File: config.mk
export PLATFORM = sky130hd
export DESIGN_NAME = if_stage
export DESIGN_NICKNAME = d
export VERILOG_FILES = /design/src/source/rv_pkg.sv /design/src/source/if_stage.sv
export VERILOG_INCLUDE_DIRS = /design/src /design/src/source
export SDC_FILE = /design/constraint.sdc
export NUM_CORES = 1
export LEC_CHECK = 0
export BUFFER_PORTS_ARGS = -buffer_cell sky130_fd_sc_hd__buf_4
export CAP_MARGIN = 10
export CORE_ASPECT_RATIO = 0.7
export CORE_MARGIN = 10
export CORE_UTILIZATION = 40
export DETAILED_ROUTE_END_ITERATION = 8
export PLACE_DENSITY = 0.66
export SLEW_MARGIN = 20
export SYNTH_ARGS = -nofsm -noshare
export SYNTH_HDL_FRONTEND = slang
export SYNTH_SLANG_ARGS = --single-unit
File: constraint.sdc
create_clock -name clk -period 2.8 [get_ports clk]
set_clock_uncertainty 0.2 [all_clocks]
set_input_delay 0.14 -clock clk [delete_from_list [all_inputs] [get_ports clk]]
set_output_delay 0.14 -clock clk [all_outputs]
set_load 0.05 [all_outputs]
File: src/source/rv_cfg.svh
// project-wide sizes and reset PC; the decoder takes 6-bit shift amounts so XLEN must stay 64
`ifndef RV_CFG_SVH
`define RV_CFG_SVH

// register and data width
`define XLEN 64

// instruction word and Wishbone data width
`define INST_W 32

// Wishbone address width, the low part of the PC
`define ADR_W 32

// first fetch address after reset
`define RESET_PC 64'h0000_0000_0000_0000

// number of integer registers, x0 included
`define NUM_REGS 32

`endif
File: src/source/rv_pkg.sv
// shared types and RV64I encodings for the core; only OP, OP-IMM, LUI and BRANCH are listed
`include "rv_cfg.svh"

package rv_pkg;

	typedef logic [`XLEN-1:0]   xword_t;
	typedef logic [`INST_W-1:0] inst_t;
	typedef logic [4:0]         reg_addr_t;

	typedef enum logic [4:0] {
		ALU_ZERO, ALU_ADD, ALU_SUB, ALU_SLT, ALU_SLTU, ALU_XOR,
		ALU_OR, ALU_AND, ALU_SLL, ALU_SRL, ALU_SRA, ALU_LUI,
		ALU_BEQ, ALU_BNE, ALU_BLT, ALU_BGE, ALU_BLTU, ALU_BGEU
	} alu_op_t;

	// major opcodes
	localparam logic [6:0] OPC_OP     = 7'b0110011;
	localparam logic [6:0] OPC_OP_IMM = 7'b0010011;
	localparam logic [6:0] OPC_LUI    = 7'b0110111;
	localparam logic [6:0] OPC_BRANCH = 7'b1100011;

	// funct3 for OP and OP-IMM
	localparam logic [2:0] F3_ADD_SUB = 3'b000;
	localparam logic [2:0] F3_SLL     = 3'b001;
	localparam logic [2:0] F3_SLT     = 3'b010;
	localparam logic [2:0] F3_SLTU    = 3'b011;
	localparam logic [2:0] F3_XOR     = 3'b100;
	localparam logic [2:0] F3_SR      = 3'b101; // srl or sra by funct7
	localparam logic [2:0] F3_OR      = 3'b110;
	localparam logic [2:0] F3_AND     = 3'b111;

	// funct3 for BRANCH
	localparam logic [2:0] F3_BEQ  = 3'b000;
	localparam logic [2:0] F3_BNE  = 3'b001;
	localparam logic [2:0] F3_BLT  = 3'b100;
	localparam logic [2:0] F3_BGE  = 3'b101;
	localparam logic [2:0] F3_BLTU = 3'b110;
	localparam logic [2:0] F3_BGEU = 3'b111;

	// funct7, alt selects sub and sra
	localparam logic [6:0] F7_BASE = 7'b0000000;
	localparam logic [6:0] F7_ALT  = 7'b0100000;

endpackage

File: src/source/if_stage.sv
// fetch and phase control; one instruction in flight, read-only Wishbone classic, no bus errors
`timescale 1ns/1ps
`include "rv_cfg.svh"

module if_stage (
	input  logic               clk,
	input  logic               rst,

	output logic               wb_cyc,
	output logic               wb_stb,
	output logic [`ADR_W-1:0]  wb_adr,
	input  rv_pkg::inst_t      wb_dat_i,
	input  logic               wb_ack,

	output rv_pkg::inst_t      inst,
	output rv_pkg::xword_t     pc,
	output logic               exec_valid,
	input  logic               branch_taken,
	input  rv_pkg::xword_t     b_offset
);
	import rv_pkg::*;

	typedef enum logic {
		FETCH,
		EXEC
	} phase_t;

	phase_t phase;
	xword_t pc_next;

	// request in the very first cycle out of reset
	assign wb_cyc = ~rst & (phase == FETCH);
	assign wb_stb = wb_cyc;
	assign wb_adr = pc[`ADR_W-1:0];

	assign exec_valid = (phase == EXEC);

	// taken branch is pc relative
	assign pc_next = branch_taken ? pc + b_offset : pc + xword_t'(4);

	always_ff @(posedge clk) begin
		if (rst) begin
			phase <= FETCH;
			pc <= xword_t'(`RESET_PC);
		end else begin
			case (phase)
				FETCH: begin
					if (wb_ack) // wait states just hold here
						phase <= EXEC;
				end
				EXEC: begin
					phase <= FETCH;
					pc <= pc_next;
				end
				default: begin
					phase <= FETCH;
				end
			endcase
		end
	end

	// instruction register, loaded in the ack cycle
	always_ff @(posedge clk) begin
		if (wb_cyc && wb_ack)
			inst <= wb_dat_i;
	end

endmodule

# Word level (Yosys, flattened, before mapping)
# Cells that the tools add are included.
[totals]
register_bits = 97
in_bits = 100
output_inout_bits = 131
[op_classes]
addsub = 2
mux = 3
bitwise = 3
n_reduce_logical = 1
[op_table]
columns = ["operator", "n"]
rows = [
  ["$add 64x3->64 const B", 1],
  ["$add 64x64->64", 1],
  ["$mux 64", 1],
  ["$not 1->1", 2],
  ["$pmux 1 s2", 1],
  ["$and 1x1->1", 1],
  ["$logic_and 1x1->1", 1],
  ["$mux 1", 1],
]

# Depth between registers and ports, before layout
[logic_depth]
word_depth = 3
depth_mapped = 13
ltp_nobuf = 13

# Worst setup path before layout
# Ideal clock, no wire load.
[synth_path]
path_kind = "flip-flop to flip-flop"
from = "register pc[0]"
to = "register pc[58]"
setup_time_ns = 0.132
arrival_time_ns = 3.004
t_required_ns = 2.468
slack_ns = -0.537
path_stages_with_launch = 14
n_path_buf = 0
cell_sequence = "dfxtp_1 > ha_1 > inv_1 > fa_1 > nand2b_1 > a211oi_1 > o21ai_1 > a21oi_1 > o21ai_1 > a21oi_2 > a31oi_4 > o21ai_1 > mux2i_1 > a21oi_1"
[synth_between]
elab_chain_len = 2
elab_cells_between_ends = 3
cone_classes = "add/sub: 2; mux: 1"
[synth_rtl]
columns = ["element", "line", "text"]
rows = [
  ["start: declaration", "if_stage.sv:16", "output rv_pkg::xword_t pc,"],
  ["start signal: assignment", "if_stage.sv:44", "pc <= xword_t'(`RESET_PC);"],
  ["start signal: assignment", "if_stage.sv:53", "pc <= pc_next;"],
  ["$add 64x3->64 or $add 64x64->64 (tied branches)", "if_stage.sv:39", "assign pc_next = branch_taken ? pc + b_offset : pc + xword_t'(4);"],
  ["$mux 64 (*)", "if_stage.sv:39", ""],
]
# Every way passes the cells marked *; elsewhere a longest branch is shown, timed or not.
# A chain may end at the register's enable or synchronous reset.

# Final worst setup path
[layout_path]
from = "register pc[0]"
to = "register pc[50]"
# Same word-level chain as after synthesis.

==> metrics.log <==
[metrics] total iterations of the first detailed-routing run: 7
[metrics] status: complete, but fails checks
[metrics] utilization of the core after routing: 66.1%
[metrics] share of the synthesized area in the top cell type: 14.5%
[metrics] TritonCTS clock tree: yes
[metrics] average size of a mapped cell: 7.54 um^2
[metrics] maximum level of the CTS H-tree: 3
[metrics] sum of net half-perimeters after detailed placement: 29100 um
[metrics] core area: 21800 um^2
[metrics] internal reg-to-reg setup slack: -0.29 ns
[metrics] Final Cycle Share: 110%
[metrics] setup repair after global routing missed its margin: true
[metrics] critical register-to-register path startpoint: pc[0]
[metrics] number of global-route vias before repair: 10500
[metrics] I/O Buffers: 230
[metrics] total power of the final layout: 5080 uW
[metrics] critical path's largest stage delay: 0.36 ns
[metrics] CP Class: reg -> reg
[metrics] effective utilization at floorplan: 41.0%
[metrics] area fraction in and, or, nand and nor cells after synthesis: 23.6%
[metrics] critical hold path startpoint: b_offset[1]
[metrics] cell types occupying the most area after synthesis: sky130_fd_sc_hd__dfxtp_1 15%, sky130_fd_sc_hd__edfxtp_1 11%, sky130_fd_sc_hd__ha_1 8.9%
[metrics] max-slew violation count: 0
[metrics] worst-path maximum fanout: 3
[metrics] endpoint with the worst hold slack: pc[1]
[metrics] count of mapped cells out of synthesis: 1189
[metrics] Achievable Freq: 324 MHz
[metrics] post-layout net count: 1777
[metrics] share of synthesized area spent on multiplexers: 0.447%
[metrics] height of the chip: 145 um
[metrics] most used standard cell by instance count after synthesis: sky130_fd_sc_hd__a21oi_1
[metrics] count of maximum capacitance violations: 0
[metrics] type of the worst min-delay path: in -> reg
[metrics] Die X: 199 um
[metrics] count of different cell masters after synthesis: 84
[metrics] adder-cell share of the synthesized area: 9.16%
[metrics] remaining global-route overflow: 0
[metrics] clock sink count: 97
[metrics] number of placement rows: 45
[metrics] wire per inst: 20.8 um
[metrics] Setup crit start kind: register
[metrics] slowest library cell on the worst path: sky130_fd_sc_hd__dfxtp_4
[metrics] Post-synth ARST share: 0%
[metrics] placer's final routability congestion estimate: 0.961
[metrics] leading register cell type out of synthesis: sky130_fd_sc_hd__dfxtp_1
[metrics] Hold Vio Cnt, Final: 0
[metrics] clock-pin slew reported for the worst setup and hold paths after clock tree synthesis: 0.09 ns
[metrics] Synth Area in Compound Gates: 30.7%
[metrics] final critical path time including I/O delays and setup: 3.09 ns
[metrics] DIE AREA: 28900 um^2
[metrics] Post-Synthesis Net Count: 1354
[metrics] reg-to-reg critical path endpoint: pc[50]
[metrics] PD cells: 352 nW/um^2
[metrics] combinational family with the most area after synthesis: compound AO/OA/AOI/OAI gates
[metrics] critical-path cell list: ha_4 -> inv_2 -> fa_2 -> nand2b_4 -> a211oi_4 -> o21ai_2 -> a21oi_1 -> buf_4 -> o21ai_4 -> a21oi_4 -> a31oi_4 -> buf_12 -> nor2b_2 -> mux2i_1 -> o221a_2
[metrics] maximum number of pins on one net before global-route repair: 60
[metrics] Crit path required time: 2.90 ns
[metrics] worst-case clock buffer depth: 2
[metrics] final WL: 39600 um
[metrics] total track usage: 25.2%
[metrics] arrival time worst endpoint: 3.19 ns
[metrics] count of yosys warnings during synthesis: 0
[metrics] fin worst setup slack: -0.286 ns
[metrics] final setup TNS: -6.14 ns
[metrics] clock buffers created by TritonCTS: 9
[metrics] layout cell share with drive strength beyond 1: 44.3%
[metrics] Vias: 11200
[metrics] highest ir drop seen on vdd: 0.306 mV
[metrics] initial drt markers: 1173
[metrics] post-route antenna net violation count: 0
[metrics] violated checks: setup timing
[metrics] area growth from synthesis to layout: 61.2%
[metrics] wire length of the first global-routing pass: 59300 um
[metrics] worst hold path cell count: 4
[metrics] setup violators final: 37
[metrics] Slew HR: 51.8%
[metrics] clock network latency to the later pin of the worst-skew pair: 0.37 ns
[metrics] leakage power figure: 0.00616 uW
[metrics] count of flip-flops with a built-in enable after synthesis: 32
[metrics] Crit. End Element: register
[metrics] Worst-Margin Slew: 0.723 ns
[metrics] Synth Register Bits: 97
[metrics] clock root buffer master: sky130_fd_sc_hd__clkbuf_16
[metrics] detailed-route DRC error count: 0
[metrics] top cells by instance count after synthesis: 141 x sky130_fd_sc_hd__a21oi_1, 128 x sky130_fd_sc_hd__nand2_1, 105 x sky130_fd_sc_hd__nor2_1
[metrics] Yosys top cell by area: sky130_fd_sc_hd__dfxtp_1
[metrics] cell area after synthesis: 8960 um^2
[metrics] r2r worst-path depth: 15
[metrics] initial antenna violation count: 1
[metrics] part of the Yosys area used for sequential elements: 25.2%
[metrics] vias per inst: 5.90
[metrics] num ports: 231
[metrics] area share of xor/xnor cells in the synthesized design: 4.59%
==> logic make-up after synthesis <==
family,count (synthesis)
compound gates,430
fa+ha+maj,65
xor+xnor,47
buf+inv,114
mux,4
simple gates,432
flops,97
==> placed cells by master, fill, tap and decap left out, drive strengths merged, types with 5 or more instances in the layout <==
cell / n
and4: 9
edfxtp: 32
inv: 22
clkinv: 5
o21ai: 101
ha: 64
nor2b: 7
nand4: 26
and2: 11
clkbuf: 9
o21bai: 8
a22oi: 6
nand2: 128
dfxtp: 65
a2bb2oi: 5
a21oi: 142
buf: 469
nor3: 33
a41oi: 5
a31oi: 18
nand3: 38
xnor2: 27
and3: 19
dlygate4sd3: 36
o211ai: 11
or3: 12
o31ai: 11
a21o: 40
a211oi: 28
nor2: 107
nor4: 10
a2111oi: 5
nand2b: 14
o21a: 6
xor2: 20
==> metal layers <==
| metal | GRT usage [%] | wire (um) | part of all wire (%) |
|---|---|---|---|
| met1 | 36.2 | 17600 | 45 |
| met2 | 37.0 | 17000 | 43 |
| met3 | 7.31 | 4560 | 12 |
| met4 | 3.65 | 422 | 1.1 |
| met5 | 0 | 0 | 0 |
==> per-stage QoR <==
step,worst slack [ns],cell area [um^2],std cells,hold WS (ns)
6_report,-0.286,14400,1900,0.0515
5_1_grt,-0.397,14400,1899,0.0905
4_1_cts,-0.218,13800,1886,0.0497
3_5_place_dp,-0.371,12700,1822,0.119
3_3_place_gp,-0.349,12700,1822,0.118
2_1_floorplan,-0.0530,9480,1189,0.0389
==> registers in the layout, summed over array words and instances, names as in the netlist <==
name,flops
pc,64
exec_valid,1
inst,32
==> area by class of cell <==
cell class	count	area, um^2
Tap cell	282	353
Multi-Input combinational cell	978	7350
Clock inverter	7	81.3
Sequential cell	97	2410
Clock buffer	9	225
Inverter	21	82.6
Fill cell	1784	7400
Antenna cell	1	2.50
Timing Repair Buffer	505	3950
==> timing repair <==
action / 4_1_cts / 5_1_grt
resized for setup: 73 / 110
endpoints found under the setup margin: 42 / 48
pin swaps: 47 / 82
buffers inserted: 12 / 14
endpoints found under the hold margin: 35 / 0
hold buffers: 36 / 0
==> worst max path at each step <==
stage | cells after the start | start | slack (ns) | end
6_report | 15 | pc[0] | -0.29 | pc[50]
5_1_grt | 15 | pc[0] | -0.40 | pc[60]
4_1_cts | 14 | pc[0] | -0.22 | pc[46]
3_5_place_dp | 12 | pc[1] | -0.37 | pc[41]
3_3_place_gp | 12 | pc[1] | -0.35 | pc[41]
2_1_floorplan | 13 | pc[0] | -0.05 | pc[50]
==> worst max-delay path: cells and delay by family, from the launching register on <==
kind,cells,cell delay (ns)
compound gates,7,1.10
fa+ha+maj,2,0.48
buf+inv,3,0.38
flops,1,0.36
simple gates,2,0.29
mux,1,0.21
==> where the power goes <==
group / internal [uW] / switching (uW)
Sequential: 1510 / 50.9
Combinational: 907 / 1260
Clock: 641 / 715
Power figures use the tool's default switching activity.
