--- config.mk ---
export PLATFORM = sky130hd
export DESIGN_NAME = id_stage
export DESIGN_NICKNAME = d
export VERILOG_FILES = /design/src/source/rv_pkg.sv /design/src/source/id_stage.sv
export VERILOG_INCLUDE_DIRS = /design/src /design/src/source
export SDC_FILE = /design/constraint.sdc
export NUM_CORES = 1
export LEC_CHECK = 0
export BUFFER_PORTS_ARGS = -buffer_cell sky130_fd_sc_hd__buf_2
export CAP_MARGIN = 20
export CORE_AREA = 3 3 147 149
export DETAILED_ROUTE_END_ITERATION = 12
export DIE_AREA = 0 0 150 152
export PLACE_DENSITY_LB_ADDON = 0.25
export SYNTH_ARGS = -nofsm -noshare
export SYNTH_HDL_FRONTEND = slang
export SYNTH_SLANG_ARGS = --single-unit
--- constraint.sdc ---
create_clock -name vclk -period 2.6
set_clock_uncertainty 0.05 [all_clocks]
set_input_delay 0.13 -clock vclk [all_inputs]
set_output_delay 0.13 -clock vclk [all_outputs]
set_load 0.02 [all_outputs]
--- src/source/rv_cfg.svh ---
// project-wide sizes and reset PC; the decoder takes 6-bit shift amounts so XLEN must stay 64
`ifndef RV_CFG_SVH
`define RV_CFG_SVH

// register and data width
`define XLEN 64

// instruction word and Wishbone data width
`define INST_W 32

// Wishbone address width, the low part of the PC
`define ADR_W 32

// first fetch address after reset
`define RESET_PC 64'h0000_0000_0000_0000

// number of integer registers, x0 included
`define NUM_REGS 32

`endif
--- src/source/rv_pkg.sv ---
// shared types and RV64I encodings for the core; only OP, OP-IMM, LUI and BRANCH are listed
`include "rv_cfg.svh"

package rv_pkg;

	typedef logic [`XLEN-1:0]   xword_t;
	typedef logic [`INST_W-1:0] inst_t;
	typedef logic [4:0]         reg_addr_t;

	typedef enum logic [4:0] {
		ALU_ZERO, ALU_ADD, ALU_SUB, ALU_SLT, ALU_SLTU, ALU_XOR,
		ALU_OR, ALU_AND, ALU_SLL, ALU_SRL, ALU_SRA, ALU_LUI,
		ALU_BEQ, ALU_BNE, ALU_BLT, ALU_BGE, ALU_BLTU, ALU_BGEU
	} alu_op_t;

	// major opcodes
	localparam logic [6:0] OPC_OP     = 7'b0110011;
	localparam logic [6:0] OPC_OP_IMM = 7'b0010011;
	localparam logic [6:0] OPC_LUI    = 7'b0110111;
	localparam logic [6:0] OPC_BRANCH = 7'b1100011;

	// funct3 for OP and OP-IMM
	localparam logic [2:0] F3_ADD_SUB = 3'b000;
	localparam logic [2:0] F3_SLL     = 3'b001;
	localparam logic [2:0] F3_SLT     = 3'b010;
	localparam logic [2:0] F3_SLTU    = 3'b011;
	localparam logic [2:0] F3_XOR     = 3'b100;
	localparam logic [2:0] F3_SR      = 3'b101; // srl or sra by funct7
	localparam logic [2:0] F3_OR      = 3'b110;
	localparam logic [2:0] F3_AND     = 3'b111;

	// funct3 for BRANCH
	localparam logic [2:0] F3_BEQ  = 3'b000;
	localparam logic [2:0] F3_BNE  = 3'b001;
	localparam logic [2:0] F3_BLT  = 3'b100;
	localparam logic [2:0] F3_BGE  = 3'b101;
	localparam logic [2:0] F3_BLTU = 3'b110;
	localparam logic [2:0] F3_BGEU = 3'b111;

	// funct7, alt selects sub and sra
	localparam logic [6:0] F7_BASE = 7'b0000000;
	localparam logic [6:0] F7_ALT  = 7'b0100000;

endpackage

--- src/source/id_stage.sv ---
// combinational decode for OP, OP-IMM, LUI and BRANCH; anything else decodes to a no-op
`timescale 1ns/1ps
`include "rv_cfg.svh"

module id_stage (
	input  logic               rst,
	input  rv_pkg::inst_t      inst,
	input  rv_pkg::xword_t     rs1_data,
	input  rv_pkg::xword_t     rs2_data,

	output logic               rs1_r_ena,
	output rv_pkg::reg_addr_t  rs1_r_addr,
	output logic               rs2_r_ena,
	output rv_pkg::reg_addr_t  rs2_r_addr,
	output logic               rd_w_ena,
	output rv_pkg::reg_addr_t  rd_w_addr,

	output rv_pkg::alu_op_t    alu_op,
	output rv_pkg::xword_t     op1,
	output rv_pkg::xword_t     op2,
	output logic               branch,
	output rv_pkg::xword_t     b_offset
);
	import rv_pkg::*;

	logic [6:0] opcode;
	logic [2:0] funct3;
	logic [6:0] funct7;
	logic [5:0] funct6; // shift immediates keep bit 25 for shamt

	xword_t imm_i;
	xword_t imm_u;
	xword_t imm_b;
	xword_t shamt;

	assign opcode = inst[6:0];
	assign funct3 = inst[14:12];
	assign funct7 = inst[31:25];
	assign funct6 = inst[31:26];

	assign imm_i = {{(`XLEN-12){inst[31]}}, inst[31:20]};
	assign imm_u = {{(`XLEN-32){inst[31]}}, inst[31:12], 12'b0};
	assign imm_b = {{(`XLEN-13){inst[31]}}, inst[31], inst[7], inst[30:25], inst[11:8], 1'b0};
	assign shamt = xword_t'(inst[25:20]);

	assign rs1_r_addr = rst ? '0 : inst[19:15];
	assign rs2_r_addr = rst ? '0 : inst[24:20];
	assign rd_w_addr  = rst ? '0 : inst[11:7];
	assign b_offset   = imm_b;

	always_comb begin
		rs1_r_ena = 1'b0;
		rs2_r_ena = 1'b0;
		rd_w_ena = 1'b0;
		branch = 1'b0;
		op1 = '0;
		op2 = '0;
		alu_op = ALU_ZERO;
		if (!rst) begin
			case (opcode)
				OPC_OP_IMM: begin
					rs1_r_ena = 1'b1;
					rd_w_ena = 1'b1;
					op1 = rs1_data;
					op2 = imm_i;
					case (funct3)
						F3_ADD_SUB: alu_op = ALU_ADD;
						F3_SLT:     alu_op = ALU_SLT;
						F3_SLTU:    alu_op = ALU_SLTU;
						F3_XOR:     alu_op = ALU_XOR;
						F3_OR:      alu_op = ALU_OR;
						F3_AND:     alu_op = ALU_AND;
						F3_SLL: begin
							op2 = shamt;
							if (funct6 == F7_BASE[6:1])
								alu_op = ALU_SLL;
						end
						F3_SR: begin
							op2 = shamt;
							if (funct6 == F7_BASE[6:1])
								alu_op = ALU_SRL;
							else if (funct6 == F7_ALT[6:1])
								alu_op = ALU_SRA;
						end
						default: alu_op = ALU_ZERO;
					endcase
				end
				OPC_OP: begin
					rs1_r_ena = 1'b1;
					rs2_r_ena = 1'b1;
					rd_w_ena = 1'b1;
					op1 = rs1_data;
					op2 = rs2_data;
					if (funct7 == F7_BASE) begin
						case (funct3)
							F3_ADD_SUB: alu_op = ALU_ADD;
							F3_SLL:     alu_op = ALU_SLL;
							F3_SLT:     alu_op = ALU_SLT;
							F3_SLTU:    alu_op = ALU_SLTU;
							F3_XOR:     alu_op = ALU_XOR;
							F3_SR:      alu_op = ALU_SRL;
							F3_OR:      alu_op = ALU_OR;
							default:    alu_op = ALU_AND;
						endcase
					end else if (funct7 == F7_ALT) begin
						if (funct3 == F3_ADD_SUB)
							alu_op = ALU_SUB;
						else if (funct3 == F3_SR)
							alu_op = ALU_SRA;
					end
				end
				OPC_LUI: begin
					rd_w_ena = 1'b1;
					op2 = imm_u; // op1 stays zero
					alu_op = ALU_LUI;
				end
				OPC_BRANCH: begin
					rs1_r_ena = 1'b1;
					rs2_r_ena = 1'b1;
					branch = 1'b1;
					op1 = rs1_data;
					op2 = rs2_data;
					case (funct3)
						F3_BEQ:  alu_op = ALU_BEQ;
						F3_BNE:  alu_op = ALU_BNE;
						F3_BLT:  alu_op = ALU_BLT;
						F3_BGE:  alu_op = ALU_BGE;
						F3_BLTU: alu_op = ALU_BLTU;
						F3_BGEU: alu_op = ALU_BGEU;
						default: alu_op = ALU_ZERO;
					endcase
				end
				default: alu_op = ALU_ZERO;
			endcase

			// illegal funct fields fall back to a no-op
			if (alu_op == ALU_ZERO) begin
				rs1_r_ena = 1'b0;
				rs2_r_ena = 1'b0;
				rd_w_ena = 1'b0;
				branch = 1'b0;
				op1 = '0;
				op2 = '0;
			end
		end
	end

endmodule

### Word-level counts from Yosys, hierarchy flattened

Index checks and enable logic that the tools add are counted.
Widths: inputs -> output; s select.

| word-level totals | value |
|---|---|
| register bits | 0 |
| bits of input ports | 161 |

| operators by class | value |
|---|---|
| equality and inequality tests | 13 |
| muxes and demuxes | 35 |
| reduce and logical (&&, ||, !) cells | 8 |

Operators with widths:

| operator | count |
|---|---|
| $mux 64 | 6 |
| $pmux 64 s3 | 1 |
| $pmux 5 s8 | 1 |
| $mux 5 | 6 |
| $pmux 5 s6 | 1 |
| $pmux 4 s7 | 1 |
| $mux 4 | 6 |
| $eq 7x6->1 const B | 3 |
| $pmux 5 s4 | 1 |
| $eq 3x3->1 const B | 4 |
| $mux 1 | 12 |
| $eq 7x5->1 const B | 1 |
| $eq 7x7->1 const B | 1 |
| $logic_not 7->1 | 1 |
| $eq 3x2->1 const B | 2 |
| $eq 6x5->1 const B | 1 |
| $logic_not 6->1 | 1 |
| $reduce_or 3->1 | 2 |
| $logic_not 5->1 | 1 |
| $reduce_or 2->1 | 2 |
| $eq 3x1->1 const B | 1 |
| $logic_not 3->1 | 1 |

### Longest topological paths before layout

| depth | value |
|---|---|
| word-level depth | 10 |
| gate-level depth with buffers | 9 |
| gate-level depth less buffers | 6 |

### Worst setup path after synthesis

OpenSTA, ideal clock, no wires.

| timing path | value |
|---|---|
| path kind | input to output |
| start point | input port inst[2] |
| end point | output port branch |
| arrival | 1.987 ns |
| required time | 2.420 ns |
| slack | 0.433 ns |
| cell stages on the path | 7 |
| path buffers | 1 |
| cells stage by stage | buf_2 nor4bb_2 o21ai_2 nor3_1 a311o_1 nor4_1 nor4_1 |

| on the way | value |
|---|---|
| word-level cells in the longest chain between the ends | 6 |
| elaborated cells between the ends (all ways) | 10 |
| classes of those cells | eq/ne (4); mux (5); reduce/logical (1) |

RTL lines:

| item | line | source |
|---|---|---|
| from (decl) | id_stage.sv:7 | `input rv_pkg::inst_t inst,` |
| $eq 7x7->1, or another cell as far along | id_stage.sv:60 | `case (opcode)` |
| $pmux 5 s4 | id_stage.sv:60 |  |
| $mux 5 | id_stage.sv:59 | `if (!rst) begin` |
| $logic_not 5->1 | id_stage.sv:137 | `if (alu_op == ALU_ZERO) begin` |
| $mux 1 (*) | id_stage.sv:137 |  |
| $mux 1 (*) | id_stage.sv:59 |  |
| to (decl) | id_stage.sv:21 | `output logic branch,` |

Mark *: on every way between the ends. The rest lies on a longest branch, timed or not. The select of a mux whose other input is x is not followed.

### Worst setup path in the final report

| timing path | value |
|---|---|
| start point | input port inst[27] |
| end point | output port op2[37] |

| on the way | value |
|---|---|
| word-level cells in the longest chain between the ends | 9 |
| elaborated cells between the ends (all ways) | 15 |
| classes of those cells | eq/ne (2); mux (10); reduce/logical (3) |

RTL lines:

| item | line | source |
|---|---|---|
| $eq 6x5->1 | id_stage.sv:82 | `else if (funct6 == F7_ALT[6:1])` |
| $mux 4 | id_stage.sv:82 |  |
| $mux 4 | id_stage.sv:80 | `if (funct6 == F7_BASE[6:1])` |
| $pmux 5 s8 | id_stage.sv:66 | `case (funct3)` |
| $pmux 5 s4 (*) | id_stage.sv:60 |  |
| $mux 5 (*) | id_stage.sv:59 |  |
| $logic_not 5->1 (*) | id_stage.sv:137 |  |
| $mux 64 (*) | id_stage.sv:137 |  |
| $mux 64 (*) | id_stage.sv:59 |  |
| to (decl) | id_stage.sv:20 | `output rv_pkg::xword_t op2,` |

Marks and branches as above.

==> out/qor.txt <==
ROUTE
-----------------------------------------------------------------------------------------------------
Detailed Route WL ......................................................................     15900 um
Post-DRT Antenna Nets ..................................................................            0
DRC marker count from the first detailed-route iteration ...............................          176
1st-pass router iterations .............................................................            4
Number of remaining DRC errors .........................................................            0
WL/cell ................................................................................      16.6 um
Total via count after detailed routing .................................................         3778
Routed via count divided by cell count .................................................         3.95

CELLS AND AREA
-----------------------------------------------------------------------------------------------------
Commonest non-fill, non-tap cell in the layout .........................................        buf_2
CLK BUF ................................................................................            0
Fraction of layout instances using a drive strength above 1 ............................        62.2%
Final layout net count .................................................................          848
Area growth, synth to finish ...........................................................        76.0%
Fraction of the core area covered by cells at the end of the flow ......................        20.5%
Sequential cells .......................................................................            0
Design Area, Final .....................................................................     4160 um2
Commonest non-fill, non-tap cells in the layout ........................................ 376 x buf_2, 62 x and2_1, 50 x nor2_1
Storage element area ...................................................................        0 um2
Filler cell count ......................................................................         2391
Total area of multi-input combinational cells ..........................................     1720 um2

CLOCK NETWORK
-----------------------------------------------------------------------------------------------------
Post-CTS setup repair buffer count .....................................................            0
Hold-fix buffers, CTS ..................................................................            0
Number of gates resized after cts ......................................................            0

CRITICAL PATH
-----------------------------------------------------------------------------------------------------
Element type at the critical path start ................................................ primary input
Critical path data required time .......................................................      2.42 ns
Kind of critical path ..................................................................    in -> out
Critical-path top delay cell ...........................................................        or3_1
Cells traversed along the worst timing path ............................................ buf_2, nor2_1, nand2_1, or3_1, o21ai_1, buf_4, o41ai_4, buf_12, buf_12, nor2_1, buf_2
Arrival time worst endpoint ............................................................      2.20 ns
Maximum cell stage delay along the critical path .......................................      0.37 ns
Critical Path Sink Type ................................................................   output pin
Max Fanout on Critical Path ............................................................           37

DIE
-----------------------------------------------------------------------------------------------------
Cell row count .........................................................................           52
Die width ..............................................................................       150 um
Number of top-level pins ...............................................................          377
Floorplan core area ....................................................................    20300 um2
Total die area .........................................................................    22800 um2
Vertical die dimension .................................................................       152 um
Initial core utilization ...............................................................        11.6%

YOSYS
-----------------------------------------------------------------------------------------------------
Mux cell area share after synthesis ....................................................       0.424%
Post-synthesis compound-gate area fraction .............................................        25.3%
Area fraction of the dominant cell type after synthesis ................................        20.3%
Mapped Nets ............................................................................          545
Synthesized-area fraction occupied by and/or/nand/nor cells ............................        45.8%
Synth area leaders ..................................................................... buf_4 20%, and2_1 16%, nor2_1 8.3%
Ys Warns ...............................................................................            0
Largest area contributor in the netlist ................................................        buf_4
Dominant combinational cell family by area after synthesis ............................. simple AND/OR/NAND/NOR gates
Post-synthesis instance total ..........................................................          384
Library cells used by synthesis ........................................................           43
Sequential-to-total area share from yosys stat .........................................           0%
Synthesized area divided by synthesized cell count .....................................     6.15 um2
Xor and xnor fraction of the mapped netlist area .......................................           0%
Post-synthesis share of cell area spent on full adders, half adders and majority gates .           0%
Synth Cell Area ........................................................................     2360 um2

POWER AND IR DROP
-----------------------------------------------------------------------------------------------------
Power per cell area ....................................................................  96.2 nW/um2
IR Drop Worst-Case VDD .................................................................    0.0622 mV
LEAKAGE ................................................................................      2.30 nW
Post-route total power .................................................................       400 uW

HOLD PATH
-----------------------------------------------------------------------------------------------------
Type of the tightest min-delay check ...................................................    in -> out
Hold Crit Depth ........................................................................            2
Startpoint of the most critical hold path ..............................................     inst[11]
Endpoint of the worst hold path ........................................................  b_offset[4]

STA
-----------------------------------------------------------------------------------------------------
Timing-limited maximum frequency .......................................................      420 MHz
Number of endpoints failing setup at the final stage ...................................            0
Actual slew at the worst max-slew pin ..................................................     0.521 ns
Min Tclk post-route ....................................................................      2.38 ns
Final count of pins violating max slew .................................................            0
Final setup TNS ........................................................................         0 ns
Final period util ......................................................................        91.5%
Worst hold margin ......................................................................     0.439 ns
Headroom to the max-slew limit .........................................................        65.1%
Setup repair after global routing missed its margin ....................................        false
Hold Violations, Final .................................................................            0

STATUS
-----------------------------------------------------------------------------------------------------
Result of the run ...................................................................... finished, final reports clean

JOB
-----------------------------------------------------------------------------------------------------
Number of maximum-capacitance violations ...............................................            0

PLACEMENT
-----------------------------------------------------------------------------------------------------
Placement-stage cell area ..............................................................     4140 um2
Input/output buffers ...................................................................          376
Placer congestion estimate .............................................................        0.787
HPWL reported at the end of detailed placement .........................................     13800 um

GLOBAL ROUTING
-----------------------------------------------------------------------------------------------------
Vias in the first global route .........................................................         3578
Final global-route overflow total ......................................................            0
Number of antenna violations at the first check in global routing ......................            6
Global routing usage summed across all routing layers ..................................        12.6%
Pin count of the biggest net entering global routing ...................................           63
First-pass GRT wire length .............................................................     22500 um

[cells by family (layout without fill, tap and decap cells)]
group,after synthesis,in the layout
other,1,2
buffers and inverters,99,400
and+or+nand+nor,197,197
muxes,1,1
AOI/OAI and AO/OA,86,86
[routing by layer]
layer  vias up  track usage [%]  wire length (um)
li1       1853                -                 -
met1      1692             14.3              5920
met2       217             24.8              8460
met3        14             2.59              1400
met4         2            0.871               125
met5         -                0                13
[power breakdown]
group,internal [mW],switching [mW],leakage [nW]
clock network,0.0000000515,0,0.00000634
registers,0,0,0
logic,0.166,0.235,2.30
total,0.166,0.235,2.30
[worst max-delay path, delay by kind of cell]
family / cells / cell delay (ns)
AOI/OAI and AO/OA: 2 / 0.28
and+or+nand+nor: 4 / 0.95
buffers and inverters: 5 / 0.83
[per-stage QoR]
step	cells	worst slack, ns
finish	956	0.221
global route	956	0.0279
CTS	955	0.0677
detailed placement	955	0.0761
global placement	955	0.110
floorplan	384	0.433
[synthesized netlist by cell type (2+ instances only)]
master,count
nor4_1,5
buf_4,64
a22oi_1,11
nor2_1,52
nand3b_1,2
clkbuf_2,5
inv_1,3
nor3_1,12
a31oi_1,3
and2_1,62
clkbuf_1,15
o21ai_0,2
a21o_1,2
a221oi_1,19
buf_6,6
o211ai_1,2
nand2_1,9
nand2b_1,4
nand3_1,6
buf_2,5
nor2_2,20
nor2b_1,18
a21oi_1,37
[how the worst max path moves through the flow]
stage,start,endpoint,depth (start not counted)
2_1_floorplan,inst[2],branch,7
3_3_place_gp,inst[26],op2[24],10
3_5_place_dp,inst[26],op2[36],11
4_1_cts,inst[26],op2[36],11
5_1_grt,inst[2],op1[53],9
6_report,inst[27],op2[37],11
[final cells by class]
type | count | area share (%)
antenna | 1 | 0.0602
inverter | 4 | 0.361
tap | 270 | 8.12
multi-input combinational | 285 | 41.4
timing repair buffer | 396 | 50.0
No activity file was read; power rests on OpenSTA's default activity.
